--- src/logic/memBusPkg.sv ---
package memBusPkg;

  // beats in one burst, one beat per word
  localparam int BEATS_PER_LINE = 4;

  // single beat on the read channel
  typedef logic [63:0] beat_t;

  // full line, beat 0 in the low bits
  typedef logic [BEATS_PER_LINE*64-1:0] line_t;

  // counts beats within a burst
  typedef logic [1:0] beatCnt_t;

endpackage

--- src/logic/refillBuffer.sv ---
`timescale 1ns/1ps

module refillBuffer import memBusPkg::*; (
  input  logic  clk,
  input  logic  rst_n,
  input  logic  refilling_i,
  input  logic  beat_i,
  input  beat_t beatData_i,
  output line_t line_o
);

  beatCnt_t beatCnt;
  beat_t    beats [BEATS_PER_LINE];

  // count restarts whenever no refill is running
  always_ff @(posedge clk or negedge rst_n) begin
    if (!rst_n) begin
      beatCnt <= '0;
    end else if (!refilling_i) begin
      beatCnt <= '0;
    end else if (beat_i) begin
      beatCnt <= beatCnt + 2'd1;
    end
  end

  always_ff @(posedge clk) begin
    if (refilling_i && beat_i) begin
      beats[beatCnt] <= beatData_i;
    end
  end

  // first beat lands in the low word
  always_comb begin
    for (int i = 0; i < BEATS_PER_LINE; i++) begin
      line_o[i*64 +: 64] = beats[i];
    end
  end

endmodule

--- config.mk ---
export PLATFORM = sky130hd
export DESIGN_NAME = refillBuffer
export DESIGN_NICKNAME = d
export VERILOG_FILES = /design/src/logic/memBusPkg.sv /design/src/logic/refillBuffer.sv
export SDC_FILE = /design/constraint.sdc
export NUM_CORES = 1
export LEC_CHECK = 0
export CORE_MARGIN = 5
export CORE_UTILIZATION = 55
export DETAILED_ROUTE_END_ITERATION = 8
export DONT_BUFFER_PORTS = 1
export GPL_ROUTABILITY_DRIVEN = 0
export PLACE_DENSITY = 0.79
export SYNTH_ARGS = -nofsm -noshare
export SYNTH_HDL_FRONTEND = slang
export SYNTH_SLANG_ARGS = --single-unit
--- constraint.sdc ---
create_clock -name clk -period 1.9 [get_ports clk]
set_input_delay 0.095 -clock clk [delete_from_list [all_inputs] [get_ports clk]]
set_output_delay 0.095 -clock clk [all_outputs]
set_load 0.05 [all_outputs]
Yosys cells after proc, flatten, opt, wreduce, memory -nomap -nowiden
Memory sizes are Yosys's and may differ from the RTL's. Cells that the tools add are included. W data, S select, Z words.

Flip-flop bits (word level): 2. Latch bits: 0. Memory bits (writable): 256. Bits in read-only memories: 0. Input bits: 68. Output and inout port bits: 256. Logic and storage cells: 9. Memories: 1.

Add/subtract/negate cells: 1. Multipliers: 0. Divide/modulo/power cells: 0. $lt $le $gt $ge: 0. Equality and inequality tests: 1. Shift-type cells: 0. Mux-type cells: 4. Bitwise logic cells: 0. Reductions and logical operators: 1.

Memory list: beats (words 4, bits a word 64, read ports 4, clocked after memory_dff 0, wr ports 1, line refillBuffer.sv:13) `beat_t beats [BEATS_PER_LINE];`.

Operator list (count): $mux W2 (2); $add A2 B1 Y2 const B (1); $mux W1 (2); $ne A2 B1 Y1 const B (1); $logic_and A1 B1 Y1 (1).

Logic depth before layout (Yosys ltp)
Gate-level depths: netlist (run 1).

Depth in word-level cells: 3. Depth in mapped cells: 4. Gate-level depth less buffers: 4.

Least setup slack after synthesis (run 1)
Ideal clock, no wire load.

Path kind: flip-flop to flip-flop. From: reg beatCnt[0]. To: mem beats[2][0] (netlist bit), enable pin. Setup time: 393 ps. Data arrival time: 1501 ps. Data required time: 1507 ps. Path slack: 6 ps. Stages on the path, launching flop included: 4. Path buffers: 0. Period minus slack after synthesis: 1894 ps. Path through: dfrtp_1 -> inv_1 -> ha_1 -> and3_2.

RTL lines: start, declared (line refillBuffer.sv:12) `beatCnt_t beatCnt;`; start signal, assigned (line refillBuffer.sv:22) `beatCnt <= beatCnt + 2'd1;`; end, declared (line refillBuffer.sv:13).

No word-level cell before the write port.

Final worst setup path (run 1)
From: reg beatCnt[0]. To: mem beats[2][58] (netlist bit), enable pin.

No word-level cell before the write port.

==> impl_metrics.tcl, run 1 <==
set metrics [dict create \
    delay_of_the_slowest_critical_path_stage_ns 0.42 \
    timing.clock.skew_ns 0.00811 \
    cts-root-to-sink-buffers 3 \
    setup_tns_ns 0 \
    postRouteAntennaNets 0 \
    measured_slew_at_the_worst_slew_check_pin_ns 0.529 \
    detailedPlacementHpwl_um 10300 \
    vias_per_cell 5.58 \
    final_period_minus_worst_setup_slack_ns 1.54 \
    layout.cell_area.non_filler_um2 9700 \
    tightest_hold_check_type "input port to flop" \
    detailedPlace.worstSlack_ns 0.354 \
    synth_area_leader_cell "edfxtp_1" \
    drive_above_1_share_pct 11.8 \
    crit_path_top_delay_cell "dfrtp_1" \
    p_per_area_nw_per_um2 1240 \
    chipWidth_um 130 \
    ys_seq_area_share_pct 98.5 \
    total_leakage_power_nw 3.15 \
    result_of_the_run "complete, no violations" \
    dpl.cell_count 460 \
    cts_num_sinks 258 \
    worst-path-max-fanout 21 \
    irDropWorstVdd_uv 1100 \
    critical_path.cell_chain "inv_1 > ha_1 > and3_2 > buf_4" \
    post_synth.cell_area_avg_um2 28.9 \
    wl_per_cell_um 29.7 \
    fin_total_pwr_mw 12.0 \
    design.die.area_um2 16800 \
    cts_tree "yes" \
    fillerInstances 782 \
    final_net_count 446 \
    synth_fp_nets 344 \
    total_area_of_multi_input_combinational_cells_um2 111 \
    timing.hold.ws_ns 0.159 \
    cts_made_buffers 23 \
    port-buffer-count 0 \
    rsz0062_at_grt "false" \
    synth.lib_cells_used.distinct 9 \
    end_of_the_worst_register_to_register_path "beats[2][58]" \
    postSynthRegisterBits 258 \
    maxSlewViolCount 0 \
    netlist.area_leader.share_pct 97.8 \
    fp.dieH_um 130 \
    drt_pre_antenna_iters 4 \
    worst-r2r-setup-slack_ns 0.36 \
    syn_inst 272 \
    clock.fmax_ghz 0.648 \
    sequential_cell_area_um2 7740 \
    floorplan.rows 43 \
    ioPinCount 324 \
    post-route-drc-count 0 \
    initialDrtViolationCount 318 \
    critical_path.endpoint "beats[2][58]" \
    max-cap-violations 0 \
    yosys_warnings 0 \
    design.core.area_um2 13900 \
    postLayoutCoreUtil_pct 69.6 \
    r2r.worst_path.cells 4 \
    finalWirelength_um 17000 \
    finalNonFillerCells 571 \
    initial_utilization_pct 56.4 \
    standard_cell_area_after_detailed_placement_um2 8220 \
    finalHoldViolations 0 \
    setup_slack_ns 0.357 \
    grt-ovfl-total 0 \
    antenna_found_initial 1 \
    post_cts_resized 0 \
    final_common_cell "edfxtp_1" \
    grt_max_degree 65 \
    slew-limit-headroom_pct 64.8 \
    post_synth_instance_area_um2 7860 \
    most_frequent_cells_in_the_layout "edfxtp_1 (256), dlygate4sd3_1 (69), clkbuf_16 (23), buf_12 (6)" \
    total_via_count_in_the_routed_design 3188 \
    finalCritPeriodShare_pct 81.2 \
    via_count_of_the_first_global_routing_pass 3380 \
    worst_ep_required_time_ns 2.07 \
    cts-htree-levels 1 \
    grt_first_pass_wirelength_um 23100 \
    timing.rr.start "beatCnt[0]" \
    area_growth_syn_to_fin_pct 23.5 \
    cts_root_buffer "clkbuf_16" \
    cp_data_arrival_time_ns 1.71 \
    clk_latency_ns 0.49 \
    track_usage_pct 18.9 \
    clkSlewWorstSetupHoldPaths_ns 0.06 \
    worst_setup_path_startpoint "beatCnt[0]" \
    timing_worst_setup_path_type "flop to flop" \
    worst_setup_path_start_kind "flop" \
    worst_setup_path_end_kind "flop" \
    largest_cells_by_area_after_synthesis "edfxtp_1 (98%), dfrtp_1 (0.64%), ha_1 (0.64%)" \
    setup-violations-final 0 \
]
==> routing by layer <==
layer / vias to the layer above / GRT usage [%] / part of all wire, %
li1: 1312 / - / -
met1: 1631 / 21.1 / 34
met2: 223 / 32.8 / 53
met3: 22 / 8.86 / 12
met4: 0 / 5.07 / 1.7
met5: - / 0 / 0
==> worst max-delay path, delay by kind of cell, from the launching register on <==
family | cells | cell delay (ns)
buf+inv | 2 | 0.42
flops | 1 | 0.42
simple gates | 1 | 0.23
fa+ha+maj | 1 | 0.14
==> flip-flops by register name, indices dropped and copies added (netlist names) <==
name	flops
beats	256
beatCnt	2
==> synthesized netlist by cell type, drive strengths merged <==
cell type  count
edfxtp       256
and3           4
ha             4
dfrtp          2
inv            2
and2           1
mux2i          1
nor2b          1
xor2           1
==> repair_timing <==
action | 4_1_cts | 5_1_grt
setup buffers | 0 | 0
hold buffers | 69 | 0
endpoints found under the hold margin | 260 | 0
==> area by class of cell <==
type / instances / area share [%]
Antenna cell: 1 / 0.0258
Clock buffer: 25 / 6.01
Clock inverter: 16 / 2.17
Inverter: 2 / 0.0774
Multi-Input combinational cell: 12 / 1.15
Sequential cell: 258 / 79.7
Tap cell: 180 / 2.32
Timing Repair Buffer: 77 / 8.51
==> how the worst min path moves through the flow <==
stage	from	cells past startpoint	slack, ns	end
floorplan	rst_n	0	-0.20	beatCnt[0]
global placement	rst_n	0	-0.20	beatCnt[0]
detailed placement	rst_n	0	-0.20	beatCnt[0]
CTS	refilling_i	2	0.16	beats[2][15]
global route	refilling_i	2	0.17	beats[2][57]
finish	refilling_i	2	0.16	beats[2][60]
==> power breakdown <==
group	switching, mW	internal [mW]	leakage [nW]
clock network	1.89	2.90	0.377
logic	0.179	0.131	0.422
registers	0.491	6.44	2.35
total	2.56	9.47	3.15
==> kinds of logic (layout without fill, tap and decap cells) <==
| logic type | Yosys count | in the layout | share of synthesized area (%) |
|---|---|---|---|
| flip-flops | 258 | 258 | 98.5 |
| buffers and inverters | 2 | 120 | 0.0956 |
| other | 0 | 1 | 0 |
| adder cells (fa/ha/maj) | 4 | 4 | 0.637 |
| multiplexers | 1 | 1 | 0.127 |
| XOR/XNOR | 1 | 1 | 0.112 |
| AND/OR/NAND/NOR | 6 | 6 | 0.542 |
Power figures use the tool's default switching activity.
==> run 2, diff against run 1 <==
==> constraint.sdc (replaced) <==
create_clock -name clk -period 1.3 [get_ports clk]
set_input_delay 0.065 -clock clk [delete_from_list [all_inputs] [get_ports clk]]
set_output_delay 0.065 -clock clk [all_outputs]
set_load 0.05 [all_outputs]
==> run 2 against run 1 <==
  * The run now ends with setup timing left
  * Combinational power increased by 130%
  * Worst setup slack worse by 0.54 ns
  * Global-route usage is 0.25 points higher
  * Largest power group unchanged
==> impl_metrics.tcl, run 2 (synthesis gave the netlist of run 1 again) <==
set metrics [dict create \
    initial_utilization_pct 56.4 \
    end_of_the_worst_register_to_register_path "beats[1][47]" \
    max-cap-violations 0 \
    clk_latency_ns 0.48 \
    detailedPlace.worstSlack_ns -0.149 \
    worst_setup_path_end_kind "flop" \
    r2r.worst_path.cells 5 \
    wl_per_cell_um 30.3 \
    total_via_count_in_the_routed_design 3370 \
    track_usage_pct 19.1 \
    chipWidth_um 130 \
    maxSlewViolCount 0 \
    dpl.cell_count 465 \
    cts_tree "yes" \
    standard_cell_area_after_detailed_placement_um2 8310 \
    rsz0062_at_grt "true" \
    antenna_found_initial 1 \
    postRouteAntennaNets 0 \
    design.die.area_um2 16800 \
    result_of_the_run "complete, but fails checks" \
    cts_made_buffers 23 \
    switching_share_pct 22.1 \
    initialDrtViolationCount 271 \
    drive_above_1_share_pct 20.3 \
    final_period_minus_worst_setup_slack_ns 1.48 \
    finalCritPeriodShare_pct 114 \
    cts-htree-levels 1 \
    p_seq_share_pct 60.1 \
    failing_checks "setup timing" \
    worst-path-max-fanout 8 \
    combinationalPowerShare_pct 4.2 \
    grt_max_degree 30 \
    floorplan.rows 43 \
    measured_slew_at_the_worst_slew_check_pin_ns 0.529 \
    clock.fmax_ghz 0.676 \
    setup-violations-final 256 \
    clkSlewWorstSetupHoldPaths_ns 0.06 \
    via_count_of_the_first_global_routing_pass 3395 \
    design.core.area_um2 13900 \
    final_net_count 485 \
    power.share.clock_pct 35.8 \
    total_leakage_power_nw 3.43 \
    timing.rr.start "beatCnt[1]" \
    vias_per_cell 5.52 \
    top_register "beats" \
    critical_path.endpoint "beats[1][47]" \
    number_of_flip_flops_in_the_largest_register 256 \
    timing.hold.ws_ns 0.103 \
    irDropWorstVdd_uv 1210 \
    most_frequent_cells_in_the_layout "edfxtp_1 (256), dlygate4sd3_1 (68), clkbuf_16 (36), buf_12 (12), clkbuf_1 (10)" \
    cts_root_buffer "clkbuf_16" \
    port-buffer-count 0 \
    biggestRegsByFlops "beats x256, beatCnt x2" \
    timing_worst_setup_path_type "flop to flop" \
    slew-limit-headroom_pct 64.8 \
    finalHoldViolations 0 \
    grt_first_pass_wirelength_um 23200 \
    drt_pre_antenna_iters 4 \
    final_common_cell "edfxtp_1" \
    finalWirelength_um 18500 \
    setup_slack_ns -0.178 \
    finalNonFillerCells 611 \
    power.internal_mw 13.1 \
    detailedPlacementHpwl_um 10400 \
    tightest_hold_check_type "input port to flop" \
    worst-r2r-setup-slack_ns -0.18 \
    cts-root-to-sink-buffers 3 \
    worst_setup_path_start_kind "flop" \
    area_growth_syn_to_fin_pct 31.8 \
    fp.dieH_um 130 \
    worst_setup_path_startpoint "beatCnt[1]" \
    cp_data_arrival_time_ns 1.68 \
    worst_ep_required_time_ns 1.50 \
    grt-ovfl-total 0 \
    cts_num_sinks 258 \
    post-route-drc-count 0 \
    postLayoutCoreUtil_pct 74.3 \
    timing.clock.skew_ns 0.00882 \
    power.net_switching_mw 3.72 \
    layout.cell_area.non_filler_um2 10400 \
    ioPinCount 324 \
    p_per_area_nw_per_um2 1630 \
]
[run 2: cell count changes in the layout (fill, tap and decap cells not counted), sizes merged, moves of 2 or more]
cell      previous run  this run
buf                  8        35
clkbuf              25        47
bufinv               5         0
clkinvlp             3         1
[run 2: worst max-delay path: stages (launching register included)]
cell	delay, ns
dfrtp_1	0.40
inv_2	0.11
ha_4	0.14
and3_4	0.24
buf_6	0.14
clkbuf_16	0.16
[run 2: how the worst min path moves through the flow]
stage / start / endpoint / slack (ns) / depth (start not counted)
after floorplan: rst_n / beatCnt[0] / -0.23 / 0
after global placement: rst_n / beatCnt[0] / -0.23 / 0
after detailed placement: rst_n / beatCnt[0] / -0.23 / 0
after CTS: refilling_i / beats[3][47] / 0.1 / 2
after global routing: beat_i / beats[1][4] / 0.08 / 2
final: beat_i / beats[1][8] / 0.10 / 2
[run 2: routing by layer]
| layer | routed length (um) | up-vias | GRT usage, % |
|---|---|---|---|
| li1 | - | 1408 | - |
| met1 | 6510 | 1730 | 21.5 |
| met2 | 9770 | 210 | 33.7 |
| met3 | 1940 | 22 | 8.12 |
| met4 | 312 | 0 | 5.20 |
| met5 | 0 | - | 0 |
[run 2: timing repair]
item	CTS	global route
buffers inserted	12	5
hold endpoints to repair	260	0
hold buffers	68	0
pin swaps	1	1
resized for setup	12	21
gates cloned	5	16
setup endpoints to repair	248	256
[run 2: final cells by class]
type / count / area (um2)
sequential: 258 / 7740
fill: 706 / 3580
timing repair buffer: 116 / 1560
clock buffer: 34 / 627
tap: 180 / 225
multi-input combinational: 12 / 151
clock inverter: 7 / 40.0
inverter: 2 / 7.51
antenna: 2 / 5.00
[run 2: per-stage QoR]
| step | total power, mW | setup TNS [ns] |
|---|---|---|
| detailed placement | 10.5 | -21.42 |
| global route | 17.4 | -44.42 |
| CTS | 16.8 | -27.83 |
| global placement | 10.5 | -9.43 |
| floorplan | 10.4 | -65.65 |
| finish | 16.9 | -34.93 |
[run 2: power groups by stage]
stage	clock network, mW	registers, mW	logic [mW]
after floorplan	0	10.3	0.103
after global placement	0	10.3	0.204
after detailed placement	0	10.3	0.218
after CTS	6.06	10.1	0.568
after global routing	6.53	10.1	0.744
final	6.03	10.1	0.706
==> run 3, diff against run 2 <==
--- a/config.mk
+++ b/config.mk
@@ -6,11 +6,11 @@
 export NUM_CORES = 1
 export LEC_CHECK = 0
 export CORE_MARGIN = 5
-export CORE_UTILIZATION = 55
+export CORE_UTILIZATION = 40
 export DETAILED_ROUTE_END_ITERATION = 8
 export DONT_BUFFER_PORTS = 1
 export GPL_ROUTABILITY_DRIVEN = 0
-export PLACE_DENSITY = 0.79
+export PLACE_DENSITY = 0.62
 export SYNTH_ARGS = -nofsm -noshare
 export SYNTH_HDL_FRONTEND = slang
 export SYNTH_SLANG_ARGS = --single-unit
==> run 3 against run 2 <==
  * The flow still finishes with violations (setup timing)
  * Utilization shrank 22 points
  * Critical endpoint is now beats[3][47]
  * Final area down 2.0%
  * Via count decreased by 3.0%
  * Combinational power fell by 24%
  * Routed wire length decreased by 4.8%
==> impl_metrics.tcl, run 3 (synthesis gave the netlist of run 1 again) <==
set metrics [dict create \
    max-cap-violations 0 \
    track_usage_pct 13.8 \
    end_of_the_worst_register_to_register_path "beats[3][47]" \
    cts-htree-levels 1 \
    port-buffer-count 0 \
    cp_data_arrival_time_ns 1.62 \
    p_per_area_nw_per_um2 1700 \
    initial_utilization_pct 40.5 \
    design.core.area_um2 19400 \
    cts_made_buffers 24 \
    standard_cell_area_after_detailed_placement_um2 8460 \
    critical_path.endpoint "beats[3][47]" \
    area_growth_syn_to_fin_pct 29.2 \
    worst-r2r-setup-slack_ns -0.12 \
    chipWidth_um 150 \
    layout.cell_area.non_filler_um2 10200 \
    wl_per_cell_um 26.1 \
    tightest_hold_check_type "input port to flop" \
    slew-limit-headroom_pct 61.2 \
    clock.fmax_ghz 0.703 \
    ioPinCount 324 \
    timing_worst_setup_path_type "flop to flop" \
    crit_path_top_delay_cell "dfrtp_1" \
    timing.clock.skew_ns 0.00423 \
    postLayoutCoreUtil_pct 52.3 \
    r2r.worst_path.cells 4 \
    sequential_cell_area_um2 7740 \
    worst_setup_path_end_kind "flop" \
    fillerInstances 1523 \
    floorplan.rows 51 \
    dpl.cell_count 553 \
    detailedPlacementHpwl_um 11100 \
    power.net_switching_mw 3.67 \
    clk_latency_ns 0.50 \
    cts_tree "yes" \
    setup_slack_ns -0.122 \
    biggestRegsByFlops "beats x256, beatCnt x2" \
    result_of_the_run "complete, but fails checks" \
    via_count_of_the_first_global_routing_pass 3265 \
    finalNonFillerCells 676 \
    worst_setup_path_start_kind "flop" \
    initialDrtViolationCount 123 \
    final_period_minus_worst_setup_slack_ns 1.42 \
    clkSlewWorstSetupHoldPaths_ns 0.06 \
    final_net_count 467 \
    final_common_cell "edfxtp_1" \
    total_area_of_multi_input_combinational_cells_um2 126 \
    drt_pre_antenna_iters 4 \
    finalHoldViolations 0 \
    finalWirelength_um 17600 \
    vias_per_cell 4.84 \
    antenna_found_initial 1 \
    grt_max_degree 31 \
    whs_path_depth 2 \
    holdCritStartpoint "beat_i" \
    irDropWorstVdd_uv 871 \
    number_of_flip_flops_in_the_largest_register 256 \
    power.share.clock_pct 38.1 \
    top_register "beats" \
    worst-path-max-fanout 28 \
    fp.dieH_um 150 \
    cts_num_sinks 258 \
    timing.rr.start "beatCnt[0]" \
    failing_checks "setup timing" \
    rsz0062_at_grt "true" \
    delay_of_the_slowest_critical_path_stage_ns 0.36 \
    critical_path.cell_chain "buf_4 > ha_1 > and3_4 > buf_12" \
    most_frequent_cells_in_the_layout "edfxtp_1 (256), dlygate4sd3_1 (68), clkbuf_16 (30), buf_12 (14), clkbuf_1 (6)" \
    grt_first_pass_wirelength_um 22700 \
    total_leakage_power_nw 3.30 \
    grt-ovfl-total 0 \
    combinationalPowerShare_pct 3.1 \
    drive_above_1_share_pct 16.1 \
    total_via_count_in_the_routed_design 3269 \
    power.internal_mw 13.6 \
    design.die.area_um2 22500 \
    p_seq_share_pct 58.8 \
    setup-violations-final 256 \
    post-route-drc-count 0 \
    worst_setup_path_startpoint "beatCnt[0]" \
    measured_slew_at_the_worst_slew_check_pin_ns 0.584 \
    postRouteAntennaNets 0 \
    maxSlewViolCount 0 \
    finalCritPeriodShare_pct 109 \
    switching_share_pct 21.3 \
    cts_root_buffer "clkbuf_16" \
    cts-root-to-sink-buffers 3 \
    worst_ep_required_time_ns 1.49 \
]
## run 3: cell types whose count changed in the layout (fill, tap and decap cells not counted), sizes merged
cell and change:
diode -1, buf -11, clkbuf -11, clkinv +1, bufinv +2
## run 3: worst min-delay path by stage
stage                         endpoint  slack [ns]
after global placement      beatCnt[1]       -0.23
after CTS                 beats[1][47]        0.06
final                     beats[1][47]        0.07
after detailed placement    beatCnt[1]       -0.23
after global routing      beats[1][52]        0.04
after floorplan             beatCnt[0]       -0.23
## run 3: area by class of cell
cell class | count | area share (%)
Tap cell | 265 | 3.27
Clock inverter | 10 | 0.961
Clock buffer | 31 | 6.38
Antenna cell | 1 | 0.0247
Multi-Input combinational cell | 12 | 1.24
Inverter | 2 | 0.0740
Sequential cell | 258 | 76.2
Timing Repair Buffer | 97 | 11.8
## run 3: power groups by stage
stage	sequential, mW	combinational (mW)	clock [mW]
after floorplan	10.3	0.103	0
after global placement	10.3	0.224	0
after detailed placement	10.3	0.235	0
after CTS	10.1	0.525	6.68
after global routing	10.1	0.573	7.11
final	10.1	0.537	6.57
## run 3: metal layers
| metal | vias up | share of wire, % | global-route usage (%) |
|---|---|---|---|
| met4 | 0 | 1.8 | 3.84 |
| met5 | - | 0 | 0 |
| met3 | 30 | 10 | 5.90 |
| li1 | 1367 | - | - |
| met2 | 230 | 51 | 24.2 |
| met1 | 1642 | 37 | 15.4 |
## run 3: what timing repair did
item                       in CTS  in global routing
setup buffers                   6                  0
gates cloned                    2                  6
pin swaps                       1                  1
hold buffers                   68                  0
setup endpoints to repair     251                257
hold endpoints to repair      260                  0
resized for setup               3                  8
## run 3: critical path: cells and delay by family (launching register included)
family                   cells  cell delay, ns
flip-flops                   1            0.36
AND/OR/NAND/NOR              1            0.25
adder cells (fa/ha/maj)      1            0.14
buffers and inverters        2            0.34
## run 3: metrics by stage
stage                     power, mW  TNS (ns)  setup slack [ns]  hold WS, ns
after floorplan                10.4    -65.65            -0.283       -0.231
after global placement         10.5    -13.00           -0.0907       -0.230
after detailed placement       10.5    -21.23            -0.134       -0.230
after CTS                      17.3    -25.44            -0.141       0.0615
after global routing           17.8    -37.89            -0.186       0.0445
final                          17.2    -22.61            -0.122       0.0651
