===== config.mk =====
export PLATFORM = sky130hd
export DESIGN_NAME = dcacheCtrl
export DESIGN_NICKNAME = d
export VERILOG_FILES = /design/src/logic/cachePkg.sv /design/src/logic/dcacheCtrl.sv
export SDC_FILE = /design/constraint.sdc
export NUM_CORES = 1
export LEC_CHECK = 0
export ABC_AREA = 0
export CORE_AREA = 4 4 118 120
export CTS_CLUSTER_SIZE = 28
export DETAILED_ROUTE_END_ITERATION = 8
export DIE_AREA = 0 0 122 124
export DONT_BUFFER_PORTS = 1
export PLACE_DENSITY_LB_ADDON = 0.12
export SYNTH_ARGS = -nofsm -noshare
export SYNTH_HDL_FRONTEND = slang
export SYNTH_SLANG_ARGS = --single-unit

===== constraint.sdc =====
create_clock -name clk -period 3.8 [get_ports clk]
set_input_delay 0.76 -clock clk [delete_from_list [all_inputs] [get_ports clk]]
set_output_delay 0.76 -clock clk [all_outputs]
set_load 0.05 [all_outputs]

===== src/logic/cachePkg.sv =====
package cachePkg;

  // byte address from the load/store unit
  typedef logic [31:0] addr_t;

  // one 64-bit data word and its byte enables
  typedef logic [63:0] word_t;
  typedef logic [7:0]  mask_t;

  // address split: tag 31..11, index 10..5, word 4..3, byte 2..0
  typedef logic [20:0] tag_t;
  typedef logic [5:0]  index_t;
  typedef logic [1:0]  wordSel_t;

  // sets per way
  localparam int NUM_SETS = 64;

  // controller states
  typedef enum logic [2:0] {
    IDLE,
    LOOKUP,
    // dirty victim goes out first
    WRITEBACK,
    REFILL_REQ,
    // burst beats arriving
    REFILL,
    INSTALL
  } ctrlState_e;

endpackage


===== src/logic/dcacheCtrl.sv =====
`timescale 1ns/1ps

module dcacheCtrl import cachePkg::*; (
  input  logic     clk,
  input  logic     rst_n,
  input  logic     req_i,
  input  logic     we_i,
  input  addr_t    addr_i,
  input  word_t    wdata_i,
  input  mask_t    wmask_i,
  input  logic     hit_i,
  input  logic     victimDirty_i,
  input  tag_t     victimTag_i,
  input  logic     memRdReady_i,
  input  logic     memWrReady_i,
  input  logic     memRdLast_i,
  output logic     ready_o,
  output logic     done_o,
  output index_t   index_o,
  output tag_t     tag_o,
  output wordSel_t wordSel_o,
  output word_t    storeData_o,
  output mask_t    storeMask_o,
  output logic     lookup_o,
  output logic     storeHit_o,
  output logic     install_o,
  output logic     refilling_o,
  output logic     victimWay_o,
  output logic     memRdValid_o,
  output logic     memWrValid_o,
  output addr_t    memRdAddr_o,
  output addr_t    memWrAddr_o
);

  ctrlState_e state;
  ctrlState_e nextState;
  logic       accept;
  logic       lookupMiss;
  logic       weQ;
  tag_t       tagQ;
  index_t     indexQ;
  wordSel_t   wordSelQ;
  word_t      wdataQ;
  mask_t      wmaskQ;
  logic       toggle;
  logic       victimWayQ;

  // a new request can enter while the previous one hits
  assign ready_o    = (state == IDLE) || ((state == LOOKUP) && hit_i);
  assign accept     = req_i && ready_o;
  assign lookupMiss = (state == LOOKUP) && !hit_i;

  always_ff @(posedge clk or negedge rst_n) begin
    if (!rst_n) begin
      state <= IDLE;
    end else begin
      state <= nextState;
    end
  end

  always_comb begin
    nextState = state;
    case (state)
      IDLE: begin
        if (accept) begin
          nextState = LOOKUP;
        end
      end
      LOOKUP: begin
        if (hit_i) begin
          nextState = req_i ? LOOKUP : IDLE;
        end else if (victimDirty_i) begin
          nextState = WRITEBACK;
        end else begin
          nextState = REFILL_REQ;
        end
      end
      WRITEBACK: begin
        if (memWrReady_i) begin
          nextState = REFILL_REQ;
        end
      end
      REFILL_REQ: begin
        if (memRdReady_i) begin
          nextState = REFILL;
        end
      end
      REFILL: begin
        if (memRdLast_i) begin
          nextState = INSTALL;
        end
      end
      // line written this cycle, retry the lookup
      INSTALL: nextState = LOOKUP;
      default: nextState = IDLE;
    endcase
  end

  // request payload
  always_ff @(posedge clk) begin
    if (accept) begin
      tagQ     <= addr_i[31:11];
      indexQ   <= addr_i[10:5];
      wordSelQ <= addr_i[4:3];
      wdataQ   <= wdata_i;
      wmaskQ   <= wmask_i;
    end
  end

  always_ff @(posedge clk or negedge rst_n) begin
    if (!rst_n) begin
      weQ <= 1'b0;
    end else if (accept) begin
      weQ <= we_i;
    end
  end

  // toggle picks the victim, the chosen way stays fixed until install
  always_ff @(posedge clk or negedge rst_n) begin
    if (!rst_n) begin
      toggle     <= 1'b0;
      victimWayQ <= 1'b0;
    end else if (lookupMiss) begin
      toggle     <= ~toggle;
      victimWayQ <= toggle;
    end
  end

  assign victimWay_o = (state == LOOKUP) ? toggle : victimWayQ;

  assign index_o     = indexQ;
  assign tag_o       = tagQ;
  assign wordSel_o   = wordSelQ;
  assign storeData_o = wdataQ;
  assign storeMask_o = wmaskQ;

  assign lookup_o    = (state == LOOKUP);
  assign done_o      = lookup_o && hit_i;
  assign storeHit_o  = done_o && weQ;
  assign install_o   = (state == INSTALL);
  assign refilling_o = (state == REFILL);

  // memory requests are line aligned
  assign memWrValid_o = (state == WRITEBACK);
  assign memWrAddr_o  = {victimTag_i, indexQ, 5'b0};
  assign memRdValid_o = (state == REFILL_REQ);
  assign memRdAddr_o  = {tagQ, indexQ, 5'b0};

endmodule


Word level (Yosys, flattened, before mapping) --
Index checks and enable logic that the tools add are counted.
Storage, ports and cells: register bits 107, input bits 134, output and inout bits 174, word-level logic and storage cells 36
Cells by class: equal/unequal tests 9, multiplexer cells 9, bitwise logic cells 1, reduce and logical (&&, ||, !) cells 8
Operator list (number):
- 3-bit case mux with 6 select lines | 1
- 3-bit 2-to-1 mux | 4
- 2-bit != test, second input constant | 4
- 3-bit by 2-bit equality test with 1-bit output, second input constant | 2
- 3-bit equality test, second input constant | 2
- 1-bit logical AND | 4
- 4-bit AND reduction | 1
- 3-bit by 1-bit equality test with 1-bit output, second input constant | 1
- 3-bit logical NOT | 1
- 1-bit 2-to-1 mux | 3
- 2-bit 2-to-1 mux | 1
- 1-bit logical NOT | 1
- 1-bit logical OR | 1
- 1-bit NOT | 1

Logic depth before layout (Yosys ltp) --
Gate-level depths: netlist (run 1).
word-level depth 6, depth in mapped cells 4, gate-level depth less buffers 3

Worst setup path after synthesis (run 1) --
OpenSTA, ideal clock, no wires.
path kind reg2out, start register state[0], end output port refilling_o, data arrival time 1.683 ns, required time 3.040 ns, slack 1.357 ns, stages on the path, launching flop included 3, cell sequence dfrtp_1 > buf_6 > nor3b_1
Between the ends: cells in the longest elaborated chain, start to end 1
Ends and longest elaborated chain:
- start: declaration | line dcacheCtrl.sv:35 | ctrlState_e state;
- start signal: assignment | line dcacheCtrl.sv:57 | state <= nextState;
- 3-bit equality test | line dcacheCtrl.sv:141 | assign refilling_o = (state == REFILL);
- end: declaration | line dcacheCtrl.sv:27 | output logic refilling_o,
Every way passes these cells.

Final worst setup path (run 1) --
start register state[1], end output port victimWay_o
Between the ends: cells in the longest elaborated chain, start to end 2
Ends and longest elaborated chain:
- 3-bit by 1-bit equality test with 1-bit output
- via lookup_o | line dcacheCtrl.sv:24 | output logic lookup_o,
- 1-bit 2-to-1 mux | line dcacheCtrl.sv:129 | assign victimWay_o = (state == LOOKUP) ? toggle : victimWayQ;
- end: declaration | line dcacheCtrl.sv:28 | output logic victimWay_o,
The timed path passes the listed nets, and every way through them passes these cells.

==> insert_results.sql, run 1 <==
INSERT INTO impl_metrics (metric_group, metric, value, unit) VALUES
('placed_design', 'dp_worst_setup_slack', '1290', 'ps'),
('status', 'outcome', 'finished clean', ''),
('layout', 'insertedDiodeCount', '0', ''),
('setup_path', 'timing_worst_setup_path_type', 'reg2out', ''),
('sta', 'worst_slew_pin_slew', '935', 'ps'),
('sta', 'finalWorstPathRequiredPeriod', '2860', 'ps'),
('power_and_ir_drop', 'power_frac_clock', '21.0', '%'),
('clocking', 'clk_root_buffer_cell', 'sky130_fd_sc_hd__clkbuf_16', ''),
('logic_synthesis', 'synth_top_cells_by_area', 'sky130_fd_sc_hd__edfxtp_1 (77%), sky130_fd_sc_hd__buf_4 (12%), sky130_fd_sc_hd__dfrtp_1 (3.8%), sky130_fd_sc_hd__buf_6 (0.57%), sky130_fd_sc_hd__nor3b_1 (0.57%)', ''),
('placed_design', 'post-dp-hpwl', '5940', 'um'),
('power_and_ir_drop', 'power.static_leakage', '0.00130', 'uW'),
('route', 'first_iter_violations', '51', ''),
('layout', 'final_net_count', '302', ''),
('route', 'post_drt_wl_per_cell', '22.6', 'um'),
('clocking', 'clk_pin_slew', '70', 'ps'),
('job', 'maxCapViolCount', '0', ''),
('layout', 'layout-drive-gt1-share', '17.3', '%'),
('clocking', 'cts_buffers', '9', ''),
('sta', 'slew_violations', '0', ''),
('route', 'vias_per_cell', '4.19', ''),
('setup_path', 'crit_path_end_kind', 'output port', ''),
('sta', 'rsz_0062_raised_after_global_routing', 'false', ''),
('sta', 'timing.slew.headroom', '37.8', '%'),
('global_routing', 'grt_antenna_before_repair', '3', ''),
('floorplan', 'dieHeight', '124', 'um'),
('route', 'postRouteWirelength', '7870', 'um'),
('floorplan', 'floorplan.core_area', '13000', 'um2'),
('floorplan', 'start_util', '30.2', '%'),
('setup_path', 'critPathArrivalTime', '2100', 'ps'),
('global_routing', 'gr-usage-met2', '15.5', '%'),
('power_and_ir_drop', 'pwr-share-comb', '15.4', '%'),
('setup_path', 'timing.critical_path.cells', 'nor3b_4 -> mux2_2', ''),
('clocking', 'cts-hold-fix-buffers', '0', ''),
('logic_synthesis', 'synth_warnings', '0', ''),
('setup_path', 'worstPathMaxFanout', '10', ''),
('global_routing', 'first_global_vias', '1544', ''),
('sta', 'maximum_clock_rate', '350', 'MHz'),
('sta', 'final-hold-violation-count', '0', ''),
('logic_synthesis', 'synth_top_cells_by_count', 'sky130_fd_sc_hd__edfxtp_1 (101), sky130_fd_sc_hd__buf_4 (64), sky130_fd_sc_hd__dfrtp_1 (6)', ''),
('setup_path', 'critPathTopFamily', 'simple AND/OR/NAND/NOR gates', ''),
('global_routing', 'grt_first_pass_wirelength', '9920', 'um'),
('logic_synthesis', 'number_of_enable_flip_flop_cells_after_synthesis', '101', ''),
('sta', 'setup_total_negative_slack', '0', 'ps'),
('logic_synthesis', 'yosys.cell_count.top_type', 'sky130_fd_sc_hd__edfxtp_1', ''),
('clocking', 'post-cts-setup-buffer-count', '0', ''),
('route', 'num_vias', '1463', ''),
('clocking', 'clk_path_buf_depth', '2', ''),
('global_routing', 'use_met1', '8.27', '%'),
('layout', 'areaGrowthSynthToFinish', '2.45', '%'),
('logic_synthesis', 'cells_after_synthesis', '207', ''),
('logic_synthesis', 'synth_ff_type', 'sky130_fd_sc_hd__edfxtp_1', ''),
('logic_synthesis', 'synth_area_leader_cell', 'sky130_fd_sc_hd__edfxtp_1', ''),
('setup_path', 'critical-path-max-stage-delay', '690', 'ps'),
('setup_path', 'cp_num_buf_inv', '0', ''),
('setup_path', 'worst_r2r_setup_slack', '1720', 'ps'),
('clocking', 'clkLatencyLatePin', '340', 'ps'),
('setup_path', 'critical_path_cell_count', '2', ''),
('global_routing', 'met3_usage', '6.04', '%'),
('placed_design', 'place.port_buffers', '0', ''),
('power_and_ir_drop', 'p_int', '2190', 'uW'),
('logic_synthesis', 'synth_area', '3930', 'um2'),
('power_and_ir_drop', 'switching_power', '1850', 'uW'),
('clocking', 'ctsHtreeMaxLevel', '3', ''),
('global_routing', 'gr-usage-all-layers', '9.37', '%'),
('setup_path', 'crit_required', '3040', 'ps'),
('floorplan', 'die_footprint', '15100', 'um2'),
('setup_path', 'ff2ff_path_depth', '3', ''),
('sta', 'final.period_utilization', '75.2', '%'),
('power_and_ir_drop', 'power_dens_cells', '1010', 'nW/um2'),
('global_routing', 'grt_max_degree', '54', ''),
('floorplan', 'die_width', '122', 'um');
[worst register-to-register path: stages (launching register included)]
cell	delay [ps]
sky130_fd_sc_hd__dfrtp_1	520
sky130_fd_sc_hd__nor2_1	190
sky130_fd_sc_hd__and3_4	640
sky130_fd_sc_hd__buf_12	390
[layout make-up]
type	count	area [um2]	area share, %
inverter	1	3.75	0.0933
clock inverter	6	41.3	1.03
tap	176	220	5.48
clock buffer	10	229	5.69
sequential	107	3180	79.2
multi-input combinational	42	279	6.94
timing repair buffer	7	65.1	1.62
[per-stage QoR]
stage	cells	hold slack (ps)	instance area [um2]	util (%)	power, uW
floorplan	216	449	3960	-	3250
global placement	333	465	3750	28.9	3220
detailed placement	333	465	3750	28.9	3240
CTS	349	78.5	4020	31.0	4100
global route	349	74.7	4020	31.0	4190
finish	349	102	4020	31.0	4040
[cell usage in the layout (no fill, tap or decap), types with 2 or more instances in the layout]
cell	n
sky130_fd_sc_hd__nor2_1	5
sky130_fd_sc_hd__o21ai_0	3
sky130_fd_sc_hd__conb_1	10
sky130_fd_sc_hd__clkbuf_16	9
sky130_fd_sc_hd__nor2b_1	3
sky130_fd_sc_hd__dfrtp_1	6
sky130_fd_sc_hd__nor3b_2	2
sky130_fd_sc_hd__buf_4	6
sky130_fd_sc_hd__edfxtp_1	101
sky130_fd_sc_hd__clkinvlp_4	2
[flip-flops by register name (all words and copies together), names as in the netlist]
name,flops
index_o,6
toggle,1
wordSel_o,2
state,3
weQ,1
victimWayQ,1
storeMask_o,8
tag_o,21
storeData_o,64
[worst max-delay path by stage]
stage / startpoint / endpoint / slack [ps]
2_1_floorplan: state[0] / refilling_o / 1360
3_3_place_gp: state[1] / victimWay_o / 1320
3_5_place_dp: state[1] / victimWay_o / 1290
4_1_cts: state[1] / victimWay_o / 900
5_1_grt: state[1] / victimWay_o / 840
6_report: state[1] / victimWay_o / 940
[cell families (layout without fill, tap and decap cells)]
group	after synthesis	count (layout)	share of synthesized area [%]
flops	107	107	81.1
buf+inv	67	24	12.9
simple gates	23	23	4.02
compound gates	5	5	0.701
mux	3	3	0.956
other cells	1	10	0.0955
xor+xnor	1	1	0.223
[per-layer routing]
metal / vias to the layer above / routed length (um) / share of wire [%]
met5: - / 41 / 0.52
met4: 6 / 225 / 2.9
met3: 24 / 1100 / 14
met2: 146 / 4110 / 52
met1: 697 / 2390 / 30
li1: 590 / - / -
[power groups by stage]
| stage | Combinational [uW] | Sequential (uW) | Clock (uW) |
|---|---|---|---|
| 5_1_grt | 661 | 2600 | 926 |
| 3_3_place_gp | 621 | 2600 | 0 |
| 6_report | 623 | 2570 | 849 |
| 3_5_place_dp | 638 | 2600 | 0 |
| 2_1_floorplan | 826 | 2430 | 0 |
| 4_1_cts | 637 | 2580 | 889 |
Power figures use the tool's default switching activity.
==> inputs of run 2 (changes only) <==
clock period = 2.3 ns   (was 3.8 ns; I/O delays follow)
==> insert_results.sql, run 2 (synthesis results as in run 1) <==
INSERT INTO impl_metrics (metric_group, metric, value, unit) VALUES
('clocking', 'clk_path_buf_depth', '2', ''),
('layout', 'finalNonFillerCells', '377', ''),
('floorplan', 'die_footprint', '15100', 'um2'),
('route', 'post_drt_wl_per_cell', '21.2', 'um'),
('route', 'route.antenna.remaining_nets', '0', ''),
('power_and_ir_drop', 'switching_power', '3140', 'uW'),
('clocking', 'cts.sinks', '107', ''),
('clocking', 'cts_tree', 'done', ''),
('placed_design', 'post-dp-hpwl', '6120', 'um'),
('setup_path', 'critical-path-max-stage-delay', '510', 'ps'),
('floorplan', 'floorplan.core_area', '13000', 'um2'),
('layout', 'largest_register_ff_count', '64', ''),
('layout', 'layout_common_cells', 'sky130_fd_sc_hd__edfxtp_1 (101), sky130_fd_sc_hd__buf_4 (32), sky130_fd_sc_hd__conb_1 (10)', ''),
('layout', 'areaGrowthSynthToFinish', '9.21', '%'),
('clocking', 'clkLatencyLatePin', '340', 'ps'),
('global_routing', 'global_route_congestion_overflow_total', '0', ''),
('placed_design', 'place.port_buffers', '0', ''),
('layout', 'insertedDiodeCount', '0', ''),
('hold_path', 'min_path_type', 'in2reg', ''),
('global_routing', 'first_global_vias', '1616', ''),
('power_and_ir_drop', 'p_int', '3880', 'uW'),
('floorplan', 'die_width', '122', 'um'),
('hold_path', 'holdPathEnd', 'storeData_o[35]', ''),
('route', 'firstDrtPassIters', '3', ''),
('setup_path', 'critPathArrivalTime', '1750', 'ps'),
('setup_path', 'timing.critical_path.cells', 'nor3b_4 -> mux2_2', ''),
('status', 'outcome', 'finished clean', ''),
('global_routing', 'gr-usage-all-layers', '9.55', '%'),
('route', 'postRouteWirelength', '8000', 'um'),
('clocking', 'clk_pin_slew', '80', 'ps'),
('floorplan', 'boundaryPins', '308', ''),
('setup_path', 'crit-reg2reg-launch', 'state[1]', ''),
('floorplan', 'rows', '42', ''),
('sta', 'worst_slew_pin_slew', '527', 'ps'),
('sta', 'final-hold-violation-count', '0', ''),
('route', 'detail_route.drc_violations', '0', ''),
('global_routing', 'grt_max_degree', '59', ''),
('floorplan', 'start_util', '30.2', '%'),
('sta', 'rsz_0062_raised_after_global_routing', 'false', ''),
('placed_design', 'routabilityCongestion', '0.754', ''),
('route', 'first_iter_violations', '87', ''),
('sta', 'timing.slew.headroom', '64.9', '%'),
('sta', 'worst_clock_skew', '5.00', 'ps'),
('sta', 'maximum_clock_rate', '452', 'MHz'),
('placed_design', 'placed_cells_incl_taps', '360', ''),
('clocking', 'post_cts_resized', '0', ''),
('layout', 'mostFrequentLayoutCell', 'sky130_fd_sc_hd__edfxtp_1', ''),
('hold_path', 'critical_hold_path_startpoint', 'wdata_i[35]', ''),
('floorplan', 'dieHeight', '124', 'um'),
('power_and_ir_drop', 'vdd_drop_max', '648', 'uV'),
('hold_path', 'worstHoldPathCells', '0', ''),
('global_routing', 'grt_antenna_before_repair', '3', ''),
('setup_path', 'capture_instance_of_the_worst_register_to_register_path', 'weQ', ''),
('job', 'maxCapViolCount', '0', ''),
('setup_path', 'worst_r2r_setup_slack', '590', 'ps'),
('setup_path', 'crit_path_start_kind', 'register', ''),
('route', 'num_vias', '1581', ''),
('global_routing', 'grt_first_pass_wirelength', '10200', 'um'),
('power_and_ir_drop', 'swShare', '44.7', '%'),
('layout', 'layout-drive-gt1-share', '29.4', '%'),
('sta', 'setup-violations-final', '0', ''),
('sta', 'slew_violations', '0', ''),
('route', 'vias_per_cell', '4.19', ''),
('power_and_ir_drop', 'pwr-share-comb', '24.5', '%'),
('sta', 'final.period_utilization', '96.2', '%'),
('setup_path', 'crit_slowest_cell', 'sky130_fd_sc_hd__dfrtp_1', ''),
('layout', 'post-route-util', '33.0', '%'),
('clocking', 'cts_buffers', '9', ''),
('setup_path', 'ff2ff_path_depth', '4', ''),
('layout', 'final_net_count', '330', ''),
('clocking', 'clk_root_buffer_cell', 'sky130_fd_sc_hd__clkbuf_16', ''),
('sta', 'finalWorstPathRequiredPeriod', '2210', 'ps'),
('power_and_ir_drop', 'power.static_leakage', '0.00146', 'uW'),
('sta', 'setup_total_negative_slack', '0', 'ps'),
('setup_path', 'worstPathMaxFanout', '9', ''),
('power_and_ir_drop', 'power_frac_clock', '22.4', '%'),
('setup_path', 'timing_worst_setup_path_type', 'reg2out', ''),
('power_and_ir_drop', 'seqPwrFrac', '53.1', '%'),
('setup_path', 'crit_path_end_kind', 'output port', ''),
('setup_path', 'crit_required', '1840', 'ps'),
('power_and_ir_drop', 'power_dens_cells', '1640', 'nW/um2'),
('clocking', 'ctsHtreeMaxLevel', '3', '');
## run 2: changes by cell type in the layout (fill, tap and decap cells not counted), sizes merged
cell / change
buf: +27
inv: +1
clkbuf: -1
dlygate4sd3: +1
clkinv: -1
bufinv: +1
## run 2: worst max path at each step
stage	from	endpoint	slack, ps	cells past startpoint
CTS	state[1]	victimWay_o	60	2
global placement	state[1]	victimWay_o	520	2
finish	state[0]	victimWay_o	90	2
detailed placement	state[0]	victimWay_o	440	2
floorplan	state[0]	refilling_o	160	2
global route	state[0]	victimWay_o	8	2
## run 2: layout make-up
| class | instances | area (um2) |
|---|---|---|
| clock buffer | 9 | 225 |
| timing repair buffer | 35 | 290 |
| inverter | 1 | 3.75 |
| tap | 176 | 220 |
| multi-input combinational | 42 | 279 |
| fill | 1236 | 8690 |
| clock inverter | 7 | 85.1 |
| sequential | 107 | 3180 |
## run 2: power by group through the flow
stage / Clock [uW] / Combinational [uW] / Sequential (uW)
2_1_floorplan: 0 / 1360 / 4010
3_3_place_gp: 0 / 1710 / 3780
3_5_place_dp: 0 / 1740 / 3780
4_1_cts: 1630 / 1740 / 3750
5_1_grt: 1720 / 1810 / 3780
6_report: 1570 / 1720 / 3730
## run 2: critical path, delay by kind of cell (launching register included)
family	cells	cell delay, ps
flip-flops	1	510
multiplexers	1	510
AND/OR/NAND/NOR	1	380
## run 2: layer usage
layer	GRT usage, %	vias to the layer above	wire length [um]
li1	-	650	-
met1	8.08	753	2390
met2	16.0	147	4220
met3	6.54	25	1130
met4	6.51	6	216
met5	0	-	47
## run 2: what timing repair did
item                                   4_1_cts  5_1_grt
setup buffers                                0        0
endpoints found under the hold margin        6        0
hold buffers                                 1        0
## run 2: per-stage QoR
step                setup WS (ps)  cell area [um2]  power [uW]  hold slack (ps)
floorplan                     157             3960        5370              164
global placement              518             3970        5490              165
CTS                          63.3             4290        7120              184
finish                       87.2             4290        7020              205
detailed placement            436             3970        5520              165
global route                 7.81             4290        7300              180
==> inputs of run 3 (changes only) <==
--- a/config.mk
+++ b/config.mk
@@ -7,8 +7,7 @@
 export LEC_CHECK = 0
 export ABC_AREA = 0
-export CORE_AREA = 4 4 118 120
-export CTS_CLUSTER_SIZE = 28
+export CORE_AREA = 5 5 115 117
 export DETAILED_ROUTE_END_ITERATION = 8
-export DIE_AREA = 0 0 122 124
+export DIE_AREA = 0 0 120 122
 export DONT_BUFFER_PORTS = 1
 export PLACE_DENSITY_LB_ADDON = 0.12
==> constraint.sdc (replaced) <==
create_clock -name clk -period 2.3 [get_ports clk]
set_input_delay 0.46 -clock clk [delete_from_list [all_inputs] [get_ports clk]]
set_output_delay 0.46 -clock clk [all_outputs]
set_load 0.01 [all_outputs]
==> insert_results.sql, run 3 (synthesis results as in run 1) <==
INSERT INTO impl_metrics (metric_group, metric, value, unit) VALUES
('route', 'num_vias', '1462', ''),
('setup_path', 'crit_required', '1840', 'ps'),
('setup_path', 'cp_num_buf_inv', '0', ''),
('setup_path', 'ff2ff_path_depth', '4', ''),
('power_and_ir_drop', 'vdd_drop_max', '370', 'uV'),
('setup_path', 'capture_instance_of_the_worst_register_to_register_path', 'weQ', ''),
('setup_path', 'crit_slowest_cell', 'sky130_fd_sc_hd__dfrtp_1', ''),
('sta', 'fin_worst_hold_slack', '208', 'ps'),
('layout', 'layout-drive-gt1-share', '13.5', '%'),
('floorplan', 'die_width', '120', 'um'),
('sta', 'maximum_clock_rate', '468', 'MHz'),
('layout', 'areaGrowthSynthToFinish', '0.478', '%'),
('status', 'outcome', 'finished clean', ''),
('floorplan', 'rows', '41', ''),
('layout', 'largest_register_ff_count', '64', ''),
('placed_design', 'post-dp-hpwl', '6550', 'um'),
('sta', 'worst_clock_skew', '7.76', 'ps'),
('setup_path', 'critical_path_cell_count', '2', ''),
('route', 'firstDrtPassIters', '4', ''),
('clocking', 'cts_buffers', '9', ''),
('setup_path', 'crit_path_start_kind', 'register', ''),
('global_routing', 'grt_antenna_before_repair', '2', ''),
('placed_design', 'routabilityCongestion', '0.732', ''),
('layout', 'insertedDiodeCount', '0', ''),
('setup_path', 'crit_path_end_kind', 'output port', ''),
('power_and_ir_drop', 'power_dens_cells', '1300', 'nW/um2'),
('route', 'route.antenna.remaining_nets', '0', ''),
('global_routing', 'global_route_congestion_overflow_total', '0', ''),
('setup_path', 'timing.critical_path.cells', 'nor3b_4 -> mux2_2', ''),
('setup_path', 'worstPathMaxFanout', '10', ''),
('hold_path', 'min_path_type', 'in2reg', ''),
('global_routing', 'first_global_vias', '1630', ''),
('clocking', 'post_cts_resized', '0', ''),
('layout', 'area.sequential', '3180', 'um2'),
('job', 'maxCapViolCount', '0', ''),
('sta', 'rsz_0062_raised_after_global_routing', 'false', ''),
('clocking', 'post-cts-setup-buffer-count', '0', ''),
('sta', 'setup_total_negative_slack', '0', 'ps'),
('route', 'vias_per_cell', '4.57', ''),
('layout', 'layout_common_cells', 'sky130_fd_sc_hd__edfxtp_1 (101), sky130_fd_sc_hd__conb_1 (10), sky130_fd_sc_hd__clkbuf_16 (9)', ''),
('floorplan', 'dieHeight', '122', 'um'),
('sta', 'setup-violations-final', '0', ''),
('route', 'postRouteWirelength', '8380', 'um'),
('floorplan', 'floorplan.core_area', '12300', 'um2'),
('clocking', 'cts.sinks', '107', ''),
('route', 'detail_route.drc_violations', '0', ''),
('sta', 'final-hold-violation-count', '0', ''),
('sta', 'slew_violations', '0', ''),
('clocking', 'clk_root_buffer_cell', 'sky130_fd_sc_hd__clkbuf_16', ''),
('sta', 'final.period_utilization', '92.9', '%'),
('layout', 'fillers', '1144', ''),
('sta', 'finalWorstPathRequiredPeriod', '2140', 'ps'),
('power_and_ir_drop', 'power.static_leakage', '0.00129', 'uW'),
('setup_path', 'critPathTopFamily', 'flip-flops', ''),
('layout', 'final_net_count', '299', ''),
('setup_path', 'critical-path-max-stage-delay', '510', 'ps'),
('floorplan', 'die_footprint', '14600', 'um2'),
('setup_path', 'crit-reg2reg-launch', 'state[1]', ''),
('hold_path', 'worstHoldPathCells', '0', ''),
('route', 'first_iter_violations', '63', ''),
('layout', 'multi_input_combinational_cell_area', '269', 'um2'),
('global_routing', 'gr-usage-all-layers', '10.9', '%'),
('setup_path', 'timing_worst_setup_path_type', 'reg2out', ''),
('layout', 'mostFrequentLayoutCell', 'sky130_fd_sc_hd__edfxtp_1', ''),
('clocking', 'clk_path_buf_depth', '2', ''),
('hold_path', 'critical_hold_path_startpoint', 'wdata_i[5]', ''),
('clocking', 'clk_pin_slew', '70', 'ps'),
('layout', 'post-route-util', '32.2', '%'),
('global_routing', 'grt_max_degree', '37', ''),
('setup_path', 'critPathArrivalTime', '1680', 'ps'),
('placed_design', 'place.port_buffers', '0', ''),
('global_routing', 'grt_first_pass_wirelength', '11200', 'um'),
('floorplan', 'start_util', '32.0', '%'),
('floorplan', 'boundaryPins', '308', ''),
('clocking', 'ctsHtreeMaxLevel', '3', ''),
('route', 'post_drt_wl_per_cell', '26.2', 'um'),
('clocking', 'clkLatencyLatePin', '340', 'ps'),
('setup_path', 'worst_r2r_setup_slack', '480', 'ps'),
('clocking', 'cts_tree', 'done', ''),
('hold_path', 'holdPathEnd', 'storeData_o[5]', '');
==> run 3: cell types whose count changed in the layout (fill, tap and decap cells not counted), moves of 2 or more <==
cell and delta:
sky130_fd_sc_hd__buf_12 -2, sky130_fd_sc_hd__buf_4 -29, sky130_fd_sc_hd__clkinv_1 +2, sky130_fd_sc_hd__clkinvlp_4 -2, sky130_fd_sc_hd__inv_6 +2, sky130_fd_sc_hd__inv_8 -2
sky130_fd_sc_hd__nor3b_1 +2, sky130_fd_sc_hd__nor3b_2 -2
==> run 3: power breakdown <==
group	total [uW]	internal (uW)	switching, uW
clock network	1400	735	661
logic	546	169	377
registers	3170	2680	484
==> run 3: metrics by stage <==
step | total power, uW | area (um2) | instances | setup WS, ps
global placement | 3740 | 3670 | 303 | 573
detailed placement | 3790 | 3670 | 303 | 471
floorplan | 3760 | 3960 | 216 | 336
global route | 5380 | 3940 | 320 | 65.2
finish | 5110 | 3940 | 320 | 163
CTS | 5220 | 3940 | 320 | 135
==> run 3: final cells by class <==
cell class                      instances  share of cell area (%)
Clock buffer                           10                    5.81
Clock inverter                          6                   0.984
Inverter                                1                  0.0952
Multi-Input combinational cell         42                    6.82
Sequential cell                       107                    80.7
Tap cell                              150                    4.76
Timing Repair Buffer                    4                   0.825
==> run 3: worst max path at each step <==
| stage | from | endpoint | slack, ps |
|---|---|---|---|
| 4_1_cts | state[1] | victimWay_o | 130 |
| 3_5_place_dp | state[1] | weQ | 470 |
| 3_3_place_gp | state[1] | victimWay_o | 570 |
| 2_1_floorplan | state[1] | weQ | 340 |
| 5_1_grt | state[1] | victimWay_o | 70 |
| 6_report | state[1] | victimWay_o | 160 |
==> run 3: repair_timing <==
action	in CTS	in global routing
setup endpoints to repair	0	0
hold buffers	1	0
hold endpoints to repair	6	0
==> run 3: metal layers <==
layer | vias up | wire length [um] | track usage [%]
met1 | 706 | 2740 | 10.4
met2 | 145 | 4470 | 18.2
met4 | 4 | 164 | 6.44
met3 | 19 | 972 | 6.13
li1 | 588 | - | -
met5 | - | 27 | 0
